[src/rst_mgr_pkg.sv]
package rst_mgr_pkg;

  // widest supported domain vector
  // struct vectors are sized by this, unused upper bits stay zero
  parameter int MaxDomains = 8;

  // bits needed to index any domain
  parameter int DomainIdxW = 3;

  // always-on domain position
  parameter int DomainAonSel = 0;

  // width of the saturating event counter
  parameter int CountW = 8;

  // software command opcodes
  typedef enum logic [1:0] {
    // idle strobe, nothing to do
    op_nop        = 2'd0,
    // hold the indexed domain in reset
    op_assert     = 2'd1,
    // drop the software hold
    op_release    = 2'd2,
    // wipe cause flags and counter
    op_clear_info = 2'd3
  } rst_op_e;

  // decoded request levels from the decode stage
  typedef struct packed {
    // sticky software hold per domain
    logic [MaxDomains-1:0] sw_req;
    // registered hardware request per domain
    logic [MaxDomains-1:0] hw_req;
    // single-cycle clear pulse
    logic                  clear_info;
  } rst_req_t;

  // readback record for software
  typedef struct packed {
    // sticky cause flags
    logic              sw_seen;
    logic              hw_seen;
    logic              parent_seen;
    // number of reset events, stops at all ones
    logic [CountW-1:0] count;
  } rst_info_t;

endpackage

[src/rst_req_decode.sv]
module rst_req_decode #(
  parameter int PowerDomains = 4
) (
  input  logic                               clk_i,
  input  logic                               rst_n_i,
  // command strobe, taken in any cycle it is high
  input  logic                               cmd_valid_i,
  input  rst_mgr_pkg::rst_op_e               cmd_op_i,
  input  logic [rst_mgr_pkg::DomainIdxW-1:0] cmd_domain_i,
  // hardware request levels
  input  logic [PowerDomains-1:0]            hw_req_i,
  output rst_mgr_pkg::rst_req_t              req_o
);

  import rst_mgr_pkg::*;

  // only the implemented domains may ever request
  localparam logic [MaxDomains-1:0] DomMask =
    {MaxDomains{1'b1}} >> (MaxDomains - PowerDomains);

  // registered request struct
  rst_req_t req_q;

  // next values of the three fields
  logic [MaxDomains-1:0] sw_req_d;
  logic [MaxDomains-1:0] hw_req_d;
  logic                  clear_d;

  // strobe points at an existing domain
  logic                  dom_hit;

  // index range check
  // out-of-range indices are dropped silently
  assign dom_hit = cmd_valid_i && (int'(cmd_domain_i) < PowerDomains);

  // software hold update
  always_comb begin
    sw_req_d = req_q.sw_req;
    if (dom_hit) begin
      case (cmd_op_i)
        // repeated assert is harmless, bit is already set
        op_assert:  sw_req_d[cmd_domain_i] = 1'b1;
        op_release: sw_req_d[cmd_domain_i] = 1'b0;
        default:    sw_req_d = req_q.sw_req;
      endcase
    end
  end

  // hardware levels zero-extended to the full vector
  assign hw_req_d = MaxDomains'(hw_req_i);

  // clear ignores the domain index
  assign clear_d = cmd_valid_i && (cmd_op_i == op_clear_info);

  // request register
  // all fields inactive while in reset
  always_ff @(posedge clk_i) begin
    if (!rst_n_i) begin
      req_q <= '0;
    end else begin
      req_q.sw_req     <= sw_req_d & DomMask;
      req_q.hw_req     <= hw_req_d & DomMask;
      // one cycle wide, drops on the next edge
      req_q.clear_info <= clear_d;
    end
  end

  // straight from the flops
  assign req_o = req_q;

endmodule

[src/rst_domain_ctrl.sv]
module rst_domain_ctrl #(
  parameter int PowerDomains = 4
) (
  input  logic                     clk_i,
  input  logic                     rst_n_i,
  // decoded request levels
  input  rst_mgr_pkg::rst_req_t    req_i,
  // parent resets, active low, may be asynchronous
  input  logic [PowerDomains-1:0]  rst_parent_ni,
  // scan bypass
  input  logic                     scanmode_i,
  input  logic                     scan_rst_ni,
  // domain resets after the scan mux
  output logic [PowerDomains-1:0]  rst_no,
  // functional copy before the scan mux
  output logic [PowerDomains-1:0]  dom_rst_no
);

  import rst_mgr_pkg::*;

  // first off domain sits just above the always-on one
  localparam int OffStart = DomainAonSel + 1;

  // two-stage parent synchronizer
  logic [PowerDomains-1:0] parent_meta_q;
  logic [PowerDomains-1:0] parent_sync_q;

  // next reset level per domain
  logic [PowerDomains-1:0] dom_rst_nd;

  // always-on reset flop
  logic                    aon_rst_nq;

  // switched-off domain flops
  logic [PowerDomains-1:OffStart] off_rst_nq;

  // parent sync
  // flops come up as "in reset" so nothing leaks out early
  always_ff @(posedge clk_i) begin
    if (!rst_n_i) begin
      parent_meta_q <= '0;
      parent_sync_q <= '0;
    end else begin
      parent_meta_q <= rst_parent_ni;
      parent_sync_q <= parent_meta_q;
    end
  end

  // out of reset only with parent released and no hold of either kind
  assign dom_rst_nd = parent_sync_q &
                      ~req_i.sw_req[PowerDomains-1:0] &
                      ~req_i.hw_req[PowerDomains-1:0];

  // always-on domain
  // only the root reset clears it
  always_ff @(posedge clk_i) begin
    if (!rst_n_i) begin
      aon_rst_nq <= 1'b0;
    end else begin
      aon_rst_nq <= dom_rst_nd[DomainAonSel];
    end
  end

  // off domains
  // cleared by root reset or by the always-on flop being low
  // release therefore trails domain 0 by at least one edge
  always_ff @(posedge clk_i) begin
    if (!rst_n_i || !aon_rst_nq) begin
      off_rst_nq <= '0;
    end else begin
      off_rst_nq <= dom_rst_nd[PowerDomains-1:OffStart];
    end
  end

  // functional levels, reassembled in domain order
  assign dom_rst_no[DomainAonSel]            = aon_rst_nq;
  assign dom_rst_no[PowerDomains-1:OffStart] = off_rst_nq;

  // scan mux per bit
  // scan reset goes straight through, no flop in the way
  for (genvar i = 0; i < PowerDomains; i++) begin : gen_scan_mux
    assign rst_no[i] = scanmode_i ? scan_rst_ni : dom_rst_no[i];
  end

endmodule

[src/rst_info_capture.sv]
module rst_info_capture #(
  parameter int PowerDomains = 4
) (
  input  logic                    clk_i,
  input  logic                    rst_n_i,
  // decoded requests as seen by the domain block
  input  rst_mgr_pkg::rst_req_t   req_i,
  // functional domain resets without the scan mux
  input  logic [PowerDomains-1:0] dom_rst_ni,
  output rst_mgr_pkg::rst_info_t  info_o
);

  import rst_mgr_pkg::*;

  // domain levels from the previous cycle
  logic [PowerDomains-1:0] dom_prev_q;

  // requests one cycle back
  // lines up with the fall they caused
  rst_req_t                req_q;

  // readback record
  rst_info_t               info_q;

  // per-domain falls this cycle
  logic [PowerDomains-1:0] fall;

  // cause split per falling domain
  logic [PowerDomains-1:0] sw_cause;
  logic [PowerDomains-1:0] hw_cause;
  logic [PowerDomains-1:0] parent_cause;

  // any fall at all
  logic                    evt;

  // high to low on the functional level
  assign fall = dom_prev_q & ~dom_rst_ni;
  assign evt  = |fall;

  // priority is software then hardware then the parent
  assign sw_cause     = fall & req_q.sw_req[PowerDomains-1:0];
  assign hw_cause     = fall & ~req_q.sw_req[PowerDomains-1:0] &
                        req_q.hw_req[PowerDomains-1:0];
  assign parent_cause = fall & ~req_q.sw_req[PowerDomains-1:0] &
                        ~req_q.hw_req[PowerDomains-1:0];

  // history flops
  // prev starts low so the first release is not an event
  always_ff @(posedge clk_i) begin
    if (!rst_n_i) begin
      dom_prev_q <= '0;
    end else begin
      dom_prev_q <= dom_rst_ni;
    end
  end

  // request delay line for cause attribution
  always_ff @(posedge clk_i) begin
    req_q <= req_i;
  end

  // record update
  // clear pulse is already one flop late from decode
  // an event on the same edge takes priority
  always_ff @(posedge clk_i) begin
    if (!rst_n_i) begin
      info_q <= '0;
    end else if (evt) begin
      info_q.sw_seen     <= info_q.sw_seen | (|sw_cause);
      info_q.hw_seen     <= info_q.hw_seen | (|hw_cause);
      info_q.parent_seen <= info_q.parent_seen | (|parent_cause);
      // stop at all ones
      if (info_q.count != {CountW{1'b1}}) begin
        info_q.count <= info_q.count + 1'b1;
      end
    end else if (req_i.clear_info) begin
      info_q <= '0;
    end
  end

  assign info_o = info_q;

endmodule

[src/rst_mgr_top.sv]
module rst_mgr_top #(
  // number of implemented domains, 2 up to MaxDomains
  parameter int PowerDomains = 4
) (
  input  logic                               clk_i,
  input  logic                               rst_n_i,
  // software command strobe
  input  logic                               cmd_valid_i,
  input  rst_mgr_pkg::rst_op_e               cmd_op_i,
  input  logic [rst_mgr_pkg::DomainIdxW-1:0] cmd_domain_i,
  // hardware request levels
  input  logic [PowerDomains-1:0]            hw_req_i,
  // parent resets, active low
  input  logic [PowerDomains-1:0]            rst_parent_ni,
  // scan bypass controls
  input  logic                               scanmode_i,
  input  logic                               scan_rst_ni,
  // per-domain reset outputs, active low
  output logic [PowerDomains-1:0]            rst_no,
  // cause flags and event count
  output rst_mgr_pkg::rst_info_t             info_o
);

  import rst_mgr_pkg::*;

  // decoded requests, shared by execute and result stages
  rst_req_t                req;

  // functional resets ahead of the scan mux
  logic [PowerDomains-1:0] dom_rst_n;

  // decode stage
  // commands and hardware levels into registered requests
  rst_req_decode #(
    .PowerDomains (PowerDomains)
  ) rst_req_decode_inst (
    .clk_i        (clk_i),
    .rst_n_i      (rst_n_i),
    .cmd_valid_i  (cmd_valid_i),
    .cmd_op_i     (cmd_op_i),
    .cmd_domain_i (cmd_domain_i),
    .hw_req_i     (hw_req_i),
    .req_o        (req)
  );

  // execute stage
  // parent sync, always-on dependency and scan mux
  rst_domain_ctrl #(
    .PowerDomains  (PowerDomains)
  ) rst_domain_ctrl_inst (
    .clk_i         (clk_i),
    .rst_n_i       (rst_n_i),
    .req_i         (req),
    .rst_parent_ni (rst_parent_ni),
    .scanmode_i    (scanmode_i),
    .scan_rst_ni   (scan_rst_ni),
    .rst_no        (rst_no),
    .dom_rst_no    (dom_rst_n)
  );

  // result stage
  // watches the functional levels, so scan toggles are not recorded
  rst_info_capture #(
    .PowerDomains (PowerDomains)
  ) rst_info_capture_inst (
    .clk_i        (clk_i),
    .rst_n_i      (rst_n_i),
    .req_i        (req),
    .dom_rst_ni   (dom_rst_n),
    .info_o       (info_o)
  );

endmodule

[config.mk]
export PLATFORM = sky130hd
export DESIGN_NAME = rst_mgr_top
export DESIGN_NICKNAME = d
export VERILOG_FILES = /design/src/rst_mgr_pkg.sv /design/src/rst_req_decode.sv /design/src/rst_domain_ctrl.sv /design/src/rst_info_capture.sv /design/src/rst_mgr_top.sv
export SDC_FILE = /design/constraint.sdc
export NUM_CORES = 1
export LEC_CHECK = 0
export BUFFER_PORTS_ARGS = -buffer_cell sky130_fd_sc_hd__buf_2
export CORE_UTILIZATION = 29
export DETAILED_ROUTE_END_ITERATION = 12
export PLACE_DENSITY = 0.57
export SETUP_SLACK_MARGIN = 0.4
export SLEW_MARGIN = 0
export SYNTH_ARGS = -nofsm -noshare
export SYNTH_HDL_FRONTEND = slang
export SYNTH_SLANG_ARGS = --single-unit
[constraint.sdc]
create_clock -name clk_i -period 1.7 [get_ports clk_i]
set_clock_uncertainty 0.05 [all_clocks]
set_input_delay 0.425 -clock clk_i [delete_from_list [all_inputs] [get_ports clk_i]]
set_output_delay 0.425 -clock clk_i [all_outputs]
set_load 0.03 [all_outputs]
==> results of run 1 <==
-- what timing repair did --
action,in CTS,in global routing
endpoints found under the setup margin,27,26
hold buffers,0,0
endpoints found under the hold margin,0,0
setup buffers,14,9
pin swaps,13,10
gates resized for setup,60,31
-- where the power goes --
group          internal [mW]  switching, mW  leakage, nW  total, mW
clock network          0.421          0.359       0.0596      0.780
logic                 0.0732         0.0741        0.567      0.147
registers               1.04         0.0133        0.368       1.06
total                   1.54          0.446        0.994       1.98
-- state kept, by name (all words and copies together), names as in the netlist, named ones only --
name,count
rst_domain_ctrl_inst.parent_meta_q,4
rst_domain_ctrl_inst.parent_sync_q,4
rst_req_decode_inst.req_o,5
rst_info_capture_inst.dom_prev_q,4
rst_domain_ctrl_inst.aon_rst_nq,1
rst_info_capture_inst.req_q,8
rst_info_capture_inst.info_o,11
rst_domain_ctrl_inst.off_rst_nq,3
-- worst reg2reg max path: stages, from the launching register on --
cell and delay, ps:
dfxtp_4 380, ha_4 150, nand3_4 90, buf_6 130, or2_4 250, a21oi_1 150
a211oi_1 60
-- per-layer routing --
metal,up-vias,GRT usage (%),routed length (um)
met4,0,6.23,118
met3,11,3.18,127
li1,719,-,-
met5,-,0,0
met2,34,19.9,1830
met1,671,15.6,1730
-- logic make-up after synthesis --
logic type | share of synthesized area [%]
buffers and inverters | 4.18
AOI/OAI and AO/OA | 13.2
muxes | 0.608
and+or+nand+nor | 26.2
DFF | 53.5
adders and majority gates | 2.28
-- area by class of cell --
class	instances	area (um^2)
timing repair buffer	59	503
fill	512	2920
clock inverter	1	8.76
inverter	10	42.5
multi-input combinational	106	886
sequential	44	917
clock buffer	7	108
tap	72	90.1
-- path summary, 6_finish.rpt --
check / from / end
max: rst_domain_ctrl_inst.aon_rst_nq$_SDFF_PN0_ / rst_no[0]
min reg2reg: rst_req_decode_inst.req_o[4]$_SDFF_PN0_ / rst_info_capture_inst.req_q[4]$_DFF_P_
max reg2reg: rst_info_capture_inst.info_o[0]$_SDFFE_PN0P_ / rst_info_capture_inst.info_o[0]$_SDFFE_PN0P_
min: hw_req_i[2] / rst_req_decode_inst.req_o[3]$_SDFF_PN0_
-- cell usage after synthesis, drive strengths merged, types with 3 or more instances --
cell | number | area share [%]
inv | 10 | 2.3
dfxtp | 44 | 53
and4 | 3 | 1.6
nand2 | 4 | 0.91
nor2 | 13 | 3.3
nor4b | 4 | 2.1
a311oi | 3 | 1.6
a31oi | 3 | 1.1
and3 | 3 | 1.2
nand4 | 4 | 1.9
a21oi | 7 | 2.1
a211oi | 5 | 2.3
buf | 3 | 1.4
nand3 | 5 | 1.5
nor3 | 11 | 3.6
ha | 3 | 2.3
o21ai | 8 | 2.4
and2 | 12 | 4.6
nand2b | 4 | 2.4
-- per-stage QoR --
step / hold WS [ps] / instances
after CTS: 270 / 290
after floorplan: 282 / 165
after detailed placement: 295 / 268
final: 276 / 299
after global placement: 291 / 268
after global routing: 270 / 299
==> results.md, run 1 <==
* Status: complete, no violations
* IO buf count at 32
* Die Area at 0.00598 mm^2
* Detailed Routing Iterations Pass 1 at 4
* Finished layout cell area at 0.00255 mm^2
* CTS tree: done
* Final core utilization at 46.7%
* Area of the core at 0.00547 mm^2
* Final hold violations at 0
* FFs w/ async S/R, synth at 0%
* TNS Setup at 0 ps
* # clock sinks at 44
* Min Tclk post-route at 1430 ps
* Initial antenna violation count at 0
* Post-place setup slack at -88.6 ps
* Starting Density at 30.1%
* Synth cell types at 39
* CP Buf/Inv Count at 2
* Final slew viol count at 0
* Synth Flop Type: dfxtp_1
* Drt initial violations at 50
* Layout Nets at 247
* Die Ht at 77.4 um
* Wirelength per Cell at 12.7 um
* CP max FO at 3
* Slowest cell on crit path: dfxtp_2
* Worst vdd ir at 293 uV
* Fmax at 697 MHz
* Global router's overall resource usage at 12.5%
* Worst rel slew slack at 68.9%
* Post-Synthesis Cells at 165
* Critical Path AT at 960 ps
* Final Cycle Share at 84.4%
* Final setup viols at 0
* Crit-path cells: inv_2 > o21ai_2 > buf_6
* Share of post-route cells with drive strength above 1 at 53.7%
* # IOs at 33
* Drc violations at 0
* Hold Crit Depth at 2
* FF-to-FF setup slack at 320 ps
* Syn_area_per_cell at 9.98 um^2
* Leak pwr at 0.994 nW
* Commonest non-fill, non-tap cells in the layout: 31 x dfxtp_1, 22 x buf_6, 20 x buf_4
* GP Congestion at 0.766
* First-pass GRT wire length at 5820 um
* Commonest non-fill, non-tap cell in the layout: dfxtp_1
* Via-to-Cell Ratio at 4.80
* CP Depth at 3
* EDFF count, synth at 0
* FP Rows at 27
* Synth Register Bits at 44
* CTS Buf Count at 5
* Worst reg-to-reg path cell count at 6
* Post-DP Area at 0.00196 mm^2
* Crit path launch type: register
* Pwr dens at 777 mW/mm^2
* Worst-path clk slew at 90 ps
* Post-Syn Area at 0.00165 mm^2
* Worst setup margin at 265 ps
* Worst Tran Pin Value at 466 ps
* Unrepaired setup endpoints after global routing: yes
* Crit end category: output pin
* Delay-heaviest family, CP: flip-flops
* Critical Path RT at 1220 ps
* Via count at 1,435
* Max capacitance violation total at 0
* Clk Latency, worst-skew pair at 300 ps
* CTS root buf: clkbuf_8
* Total overflow reported by the global router at 0
* Detailed Place HPWL at 2360 um
* Vias in the first global route at 1,275
* Seq/Total Area, Yosys at 53.5%
* # H-tree levels at 2
* Remaining antenna violation count after routing at 0
* Max Root-Sink Buffers at 2
* Overall power at 1.98 mW
* Die Wd at 77.4 um
* Pin count of the biggest net entering global routing at 15
* Area Overhead vs Synth at 55.2%
* Syn nets at 186
* Yosys Warn Count at 0
* Ant. Diodes at 0
* Hold crit path type: in2reg
* Crit path kind: reg2out
* CP max stage delay at 350 ps
* Final WL at 3800 um
(Power assumes the default switching activity.)
==> inputs of run 2 (changes only) <==
Settings changed: ABC_AREA from default to 1.
Clock period 1.7 ns to 1.2 ns, I/O delays scaled along.
==> run 2 against run 1 <==
Against the previous run:
- the run now ends with setup timing left
- worst hold slack got worse by 150 ps
- final area rose by 13%
- critical path depth rose by 1
- synthesized area rose by 4.2%
- count of clock-buffer cells in the layout fell by 2
- sequential power rose by 42%
- register-to-register slack got worse by 440 ps
- synthesized cell count rose by 38%
- first-iteration DRC count rose by 56%
- clock power rose by 26%
- utilization rose by 5.0 points
- largest cell class is now multi-input gates
- largest power group unchanged
- highest routed layer unchanged
==> results.md, run 2 <==
* Post-place setup slack at -174 ps (-85.9 ps)
* Area Overhead vs Synth at 69.0%
* FP Rows at 27 (unchanged)
* Slowest cell on crit path: dfxtp_2
* Crit-path cells: inv_2 > buf_6 > o21ai_4 > buf_6
* Critical Path AT at 1080 ps (+120 ps)
* Final setup viols at 20 (+20)
* Crit path launch type: register
* Yosys Warn Count at 0 (unchanged)
* Drt initial violations at 78 (+56%)
* Final hold violations at 0 (unchanged)
* Reg2reg start: rst_domain_ctrl_inst.aon_rst_nq$_SDFF_PN0_
* Drc violations at 0 (unchanged)
* Area of the core at 0.00561 mm^2 (+2.5%)
* Crit path kind: reg2out
* CP max stage delay at 360 ps (about the same)
* Leak pwr at 1.36 nW (+37%)
* # placed instances at 353 (+32%)
* Starting Density at 30.6% (+0.50 points)
* Post-Syn Area at 0.00172 mm^2 (+4.2%)
* Syn nets at 248 (+33%)
* Status: complete, but fails checks
* Crit-path most repeated cell: buf_6
* Commonest non-fill, non-tap cells in the layout: 44 x nand2_1, 34 x inv_1, 34 x buf_6
* Leading area contributor after synthesis: dfxtp_1
* Min Tclk post-route at 1430 ps
* Post-Synthesis Cells at 227 (+38%)
* Synth Register Bits at 44 (unchanged)
* Final Instance Count excl. Fillers at 382 (+28%)
* CTS Buf Count at 5 (unchanged)
* Die Ht at 78.9 um (+2.0%)
* Die Wd at 78.9 um (+2.0%)
* Wirelength per Cell at 10.7 um (-16%)
* IO buf count at 32 (unchanged)
* CP Buf/Inv Count at 3 (+1)
* Synth cell types at 24 (-38%)
* Synth top area share at 51.3% (-2.1 points)
* # H-tree levels at 2 (unchanged)
* Worst-path clk slew at 90 ps (about the same)
* Crit end category: output pin
* Layout Nets at 330 (+34%)
* Remaining antenna violation count after routing at 0 (unchanged)
* Total overflow reported by the global router at 0 (unchanged)
* Unrepaired setup endpoints after global routing: yes
* Synth Flop Type: dfxtp_1
* Max Root-Sink Buffers at 2 (unchanged)
* Critical Path RT at 850 ps (-370 ps)
* Vias in the first global route at 1,519 (+19%)
* CTS root buf: clkbuf_8
* Worst Tran Pin Value at 290 ps (-176 ps)
* Hold path startpoint: hw_req_i[3]
* Max capacitance violation total at 0 (unchanged)
* Final Cycle Share at 119%
* CP max FO at 2 (-1)
* Final WL at 4080 um (+7.3%)
* Hold buffer count at CTS at 0 (unchanged)
* Die Area at 0.00623 mm^2 (+4.1%)
* Crit path launch: rst_domain_ctrl_inst.aon_rst_nq$_SDFF_PN0_
* Detailed Place HPWL at 2770 um (+17%)
* First-pass GRT wire length at 6800 um (+17%)
* FFs w/ async S/R, synth at 0% (unchanged)
* Seq/Total Area, Yosys at 51.3% (-2.1 points)
* EDFF count, synth at 0 (unchanged)
* Global router's overall resource usage at 14.1% (+1.6 points)
* Initial antenna violation count at 0 (unchanged)
* # IOs at 33 (unchanged)
* Ant. Diodes at 0 (unchanged)
* Failing checks: setup timing
* Fmax at 701 MHz
* Syn_area_per_cell at 7.56 um^2 (-24%)
* Most frequent cells after synthesis: 57 x nand2_1, 44 x dfxtp_1, 39 x inv_1, 17 x nor2_1
* Commonest non-fill, non-tap cell in the layout: nand2_1
* Worst rel slew slack at 80.6% (+12 points)
* Detailed Routing Iterations Pass 1 at 4 (unchanged)
* # clock sinks at 44 (unchanged)
* GP Congestion at 0.761 (-0.73%)
* Pin count of the biggest net entering global routing at 17 (+2)
* Via count at 1,651 (+15%)
* Worst setup margin at -227 ps (-492 ps)
* Top-count cell post-synth: nand2_1
* CTS tree: done
* Worst vdd ir at 629 uV (+110%)
* Synth area leaders: dfxtp_1 51%, nand2_1 12%, inv_1 8.5%
* Pwr dens at 946 mW/mm^2 (+22%)
* Max reg flops at 11 (unchanged)
* Final slew viol count at 0 (unchanged)
* Delay-heaviest family, CP: flip-flops
* Hold crit path type: in2reg
* Share of post-route cells with drive strength above 1 at 52.3% (-1.5 points)
* Clk Latency, worst-skew pair at 300 ps (about the same)
* Final core utilization at 51.7% (+5.0 points)
* Via-to-Cell Ratio at 4.32 (-9.9%)
run 2: worst paths after layout:
kind / endpoint / cells after the start / slack, ps
hold reg to reg: rst_info_capture_inst.req_q[10]$_DFF_P_ / 0 / 300
setup / recovery: rst_no[0] / 4 / -230
hold / removal: rst_req_decode_inst.req_o[4]$_SDFF_PN0_ / 3 / 120
setup reg to reg: rst_info_capture_inst.info_o[2]$_SDFFE_PN0P_ / 8 / -120
run 2: worst register-to-register path, delay by kind of cell, from the launching register on:
family                 cells  cell delay, ps
AO/OA/AOI/OAI              2             360
AND/OR/NAND/NOR            4             300
flip-flops                 1             360
buffers and inverters      2             160
run 2: final cells by class:
type                            instances  area (um^2)
Multi-Input combinational cell        137          931
Timing Repair Buffer                   78          706
Fill cell                             518         2710
Tap cell                               72         90.1
Clock buffer                            5         68.8
Sequential cell                        44          907
Clock inverter                          3         25.0
Inverter                               43          171
run 2: timing repair:
action,in CTS,in global routing
gates resized for setup,74,27
cloned,1,0
endpoints found under the setup margin,33,34
pin swaps,23,11
buffers inserted,13,7
run 2: through the flow:
step / area (um^2) / power [mW] / hold slack, ps / TNS [ps]
floorplan: 1870 / 1.66 / 281 / -1500
global placement: 2290 / 1.74 / 286 / -1410
finish: 2900 / 2.74 / 124 / -2140
global route: 2900 / 2.86 / 116 / -3280
CTS: 2750 / 2.73 / 116 / -2190
detailed placement: 2290 / 1.74 / 288 / -1830
run 2: layer usage:
metal,wire (um),GRT usage [%],part of all wire (%),up-vias
met5,0,0,0,-
met4,67,5.45,1.6,0
met3,136,2.87,3.3,6
met2,2040,24.9,50,30
met1,1830,16.6,45,748
li1,-,-,-,867
run 2: cell families after synthesis:
| group | count (synthesis) | share of synthesized area [%] |
|---|---|---|
| and+or+nand+nor | 104 | 26.6 |
| buffers and inverters | 47 | 10.8 |
| DFF | 44 | 51.3 |
| AOI/OAI and AO/OA | 29 | 9.12 |
| adders and majority gates | 3 | 2.19 |
run 2: where the power goes:
part	switching (mW)	internal, mW	total [mW]
logic	0.136	0.115	0.251
clock network	0.555	0.425	0.979
registers	0.0216	1.49	1.51
==> inputs of run 3 (changes only) <==
Settings changed: SETUP_SLACK_MARGIN 0.4 to 0.02.
==> run 3 against run 2 <==
Against the previous run:
- register-to-register slack hardly changed
- count of clock-buffer cells in the layout stayed put
- combinational power decreased by 17%
- critical path type unchanged
- the run still ends with setup timing left
- sequential power about the same
- critical endpoint is now rst_no[3]
- largest power group unchanged
- utilization fell by 3.2 points
- via count down 4.5%
- first-iteration DRC count fell by 53%
- worst setup slack better by 18 ps
==> results.md, run 3 (synthesized netlist as in run 2, its figures left out) <==
* FP Rows at 27 (unchanged)
* Worst rel slew slack at 80.8% (+0.21 points)
* Reg2reg end: rst_info_capture_inst.info_o[2]$_SDFFE_PN0P_
* # clock sinks at 44 (unchanged)
* Starting Density at 30.6% (unchanged)
* Wirelength per Cell at 10.2 um (-4.1%)
* Fillers at 554 (+6.9%)
* Layout Nets at 323 (-2.1%)
* Worst vdd ir at 819 uV (+30%)
* Clk Latency, worst-skew pair at 300 ps (about the same)
* Final Instance Count excl. Fillers at 375 (-1.8%)
* Final Cycle Share at 117% (-1.5 points)
* Drc violations at 0 (unchanged)
* Global router's overall resource usage at 13.4% (-0.64 points)
* Min Tclk post-route at 1410 ps (-18.3 ps)
* # IOs at 33 (unchanged)
* Final hold violations at 0 (unchanged)
* Finished layout cell area at 0.00272 mm^2 (-6.1%)
* Hold buffer count at CTS at 0 (unchanged)
* Area Overhead vs Synth at 58.6%
* Final WL at 3840 um (-5.8%)
* Remaining antenna violation count after routing at 0 (unchanged)
* Die Wd at 78.9 um (unchanged)
* Leak pwr at 1.28 nW (-5.6%)
* Worst-path clk slew at 80 ps (about the same)
* Total overflow reported by the global router at 0 (unchanged)
* Crit end category: output pin
* Critical Path AT at 1060 ps (-20 ps)
* First-pass GRT wire length at 6490 um (-4.7%)
* Overall power at 2.87 mW (+4.8%)
* Crit path launch type: register
* Pwr dens at 1060 mW/mm^2 (+12%)
* Vias in the first global route at 1,486 (-2.2%)
* Max capacitance violation total at 0 (unchanged)
* Status: complete, but fails checks
* Unrepaired setup endpoints after global routing: yes
* CTS Buf Count at 5 (unchanged)
* Hold Crit Depth at 3 (unchanged)
* # H-tree levels at 2 (unchanged)
* Initial antenna violation count at 0 (unchanged)
* Area of the core at 0.00561 mm^2 (unchanged)
* Max Root-Sink Buffers at 2 (unchanged)
* Post-place setup slack at -167 ps (+7.62 ps)
* Via count at 1,577 (-4.5%)
* Die Area at 0.00623 mm^2 (unchanged)
* # placed instances at 355 (+0.57%)
* Worst Hold Path EP: rst_domain_ctrl_inst.parent_meta_q[3]$_SDFF_PN0_
* Final slew viol count at 0 (unchanged)
* FF-to-FF setup slack at -130 ps (about the same)
* Post-DP Area at 0.00223 mm^2 (-2.5%)
* Ant. Diodes at 0 (unchanged)
* GP Congestion at 0.778 (+2.3%)
* Reg2reg start: rst_info_capture_inst.info_o[0]$_SDFFE_PN0P_
* Hold path startpoint: rst_parent_ni[3]
* CP max FO at 2 (unchanged)
* Final setup viols at 20 (unchanged)
* Share of post-route cells with drive strength above 1 at 46.2% (-6.1 points)
* Detailed Routing Iterations Pass 1 at 4 (unchanged)
* Drt initial violations at 37 (-53%)
* IO buf count at 32 (unchanged)
* Commonest non-fill, non-tap cell in the layout: nand2_1
* Commonest non-fill, non-tap cells in the layout: 48 x nand2_1, 34 x inv_1, 31 x buf_6
* Detailed Place HPWL at 2650 um (-4.4%)
* Via-to-Cell Ratio at 4.21 (-2.7%)
* CTS root buf: clkbuf_8
* Pin count of the biggest net entering global routing at 16 (-1)
* Hold crit path type: in2reg
* Fmax at 710 MHz (+1.3%)
* Die Ht at 78.9 um (unchanged)
* Failing checks: setup timing
* CTS tree: done
* Worst setup margin at -209 ps (+18.3 ps)
* Worst Tran Pin Value at 285 ps (-5.31 ps)
* Worst reg-to-reg path cell count at 8 (unchanged)
* Max reg flops at 11 (unchanged)
* Crit path kind: reg2out
* Critical Path RT at 850 ps (about the same)
==> run 3: per-layer routing <==
layer / wire length, um / part of all wire [%] / GRT usage (%)
met1: 1810 / 47 / 16.9
met2: 1840 / 48 / 22.0
met3: 128 / 3.3 / 3.22
met4: 61 / 1.6 / 5.45
met5: 0 / 0 / 0
==> run 3: through the flow <==
stage | hold slack, ps | utilization [%] | setup TNS [ps]
floorplan | 281 | - | -1500
global placement | 287 | 39.8 | -1460
detailed placement | 287 | 39.8 | -1510
CTS | 118 | 46.9 | -1940
global route | 121 | 48.5 | -3260
finish | 122 | 48.5 | -2030
==> run 3: worst max path at each step <==
stage                     cells after the start                                            to                                           from  slack (ps)
final                                         4                                     rst_no[3]  rst_domain_ctrl_inst.off_rst_nq[3]$_SDFF_PP0_        -210
after global routing                          4                                     rst_no[2]  rst_domain_ctrl_inst.off_rst_nq[2]$_SDFF_PP0_        -260
after CTS                                     4                                     rst_no[0]     rst_domain_ctrl_inst.aon_rst_nq$_SDFF_PN0_        -230
after detailed placement                      8                                      register                                    cmd_op_i[1]        -170
after global placement                        9  rst_info_capture_inst.info_o[2]$_SDFFE_PN0P_   rst_info_capture_inst.info_o[1]$_SDFFE_PN0P_        -160
after floorplan                               9  rst_info_capture_inst.info_o[5]$_SDFFE_PN0P_   rst_info_capture_inst.info_o[1]$_SDFFE_PN0P_        -220
==> run 3: cell type report <==
class	instances	area [um^2]	share of cell area [%]
multi-input combinational	137	816	30.0
clock buffer	5	68.8	2.53
timing repair buffer	71	632	23.2
tap	72	90.1	3.31
inverter	43	164	6.02
clock inverter	3	45.0	1.66
sequential	44	906	33.3
==> run 3: what timing repair did <==
| action | in CTS | in global routing |
|---|---|---|
| pin swaps | 17 | 17 |
| setup endpoints to repair | 23 | 26 |
| resized for setup | 68 | 21 |
| setup buffers | 8 | 3 |
| gates cloned | 1 | 0 |
==> run 3: report_power, final <==
group	leakage (nW)	switching, mW	internal [mW]
sequential	0.367	0.0191	1.49
clock	0.0591	0.527	0.629
combinational	0.858	0.117	0.0903
total	1.28	0.663	2.21
==> run 3: critical path: stages, from the launching register on <==
cell and delay [ps]:
dfxtp_2 340, inv_2 50, buf_6 110, o21ai_4 110
buf_6 140
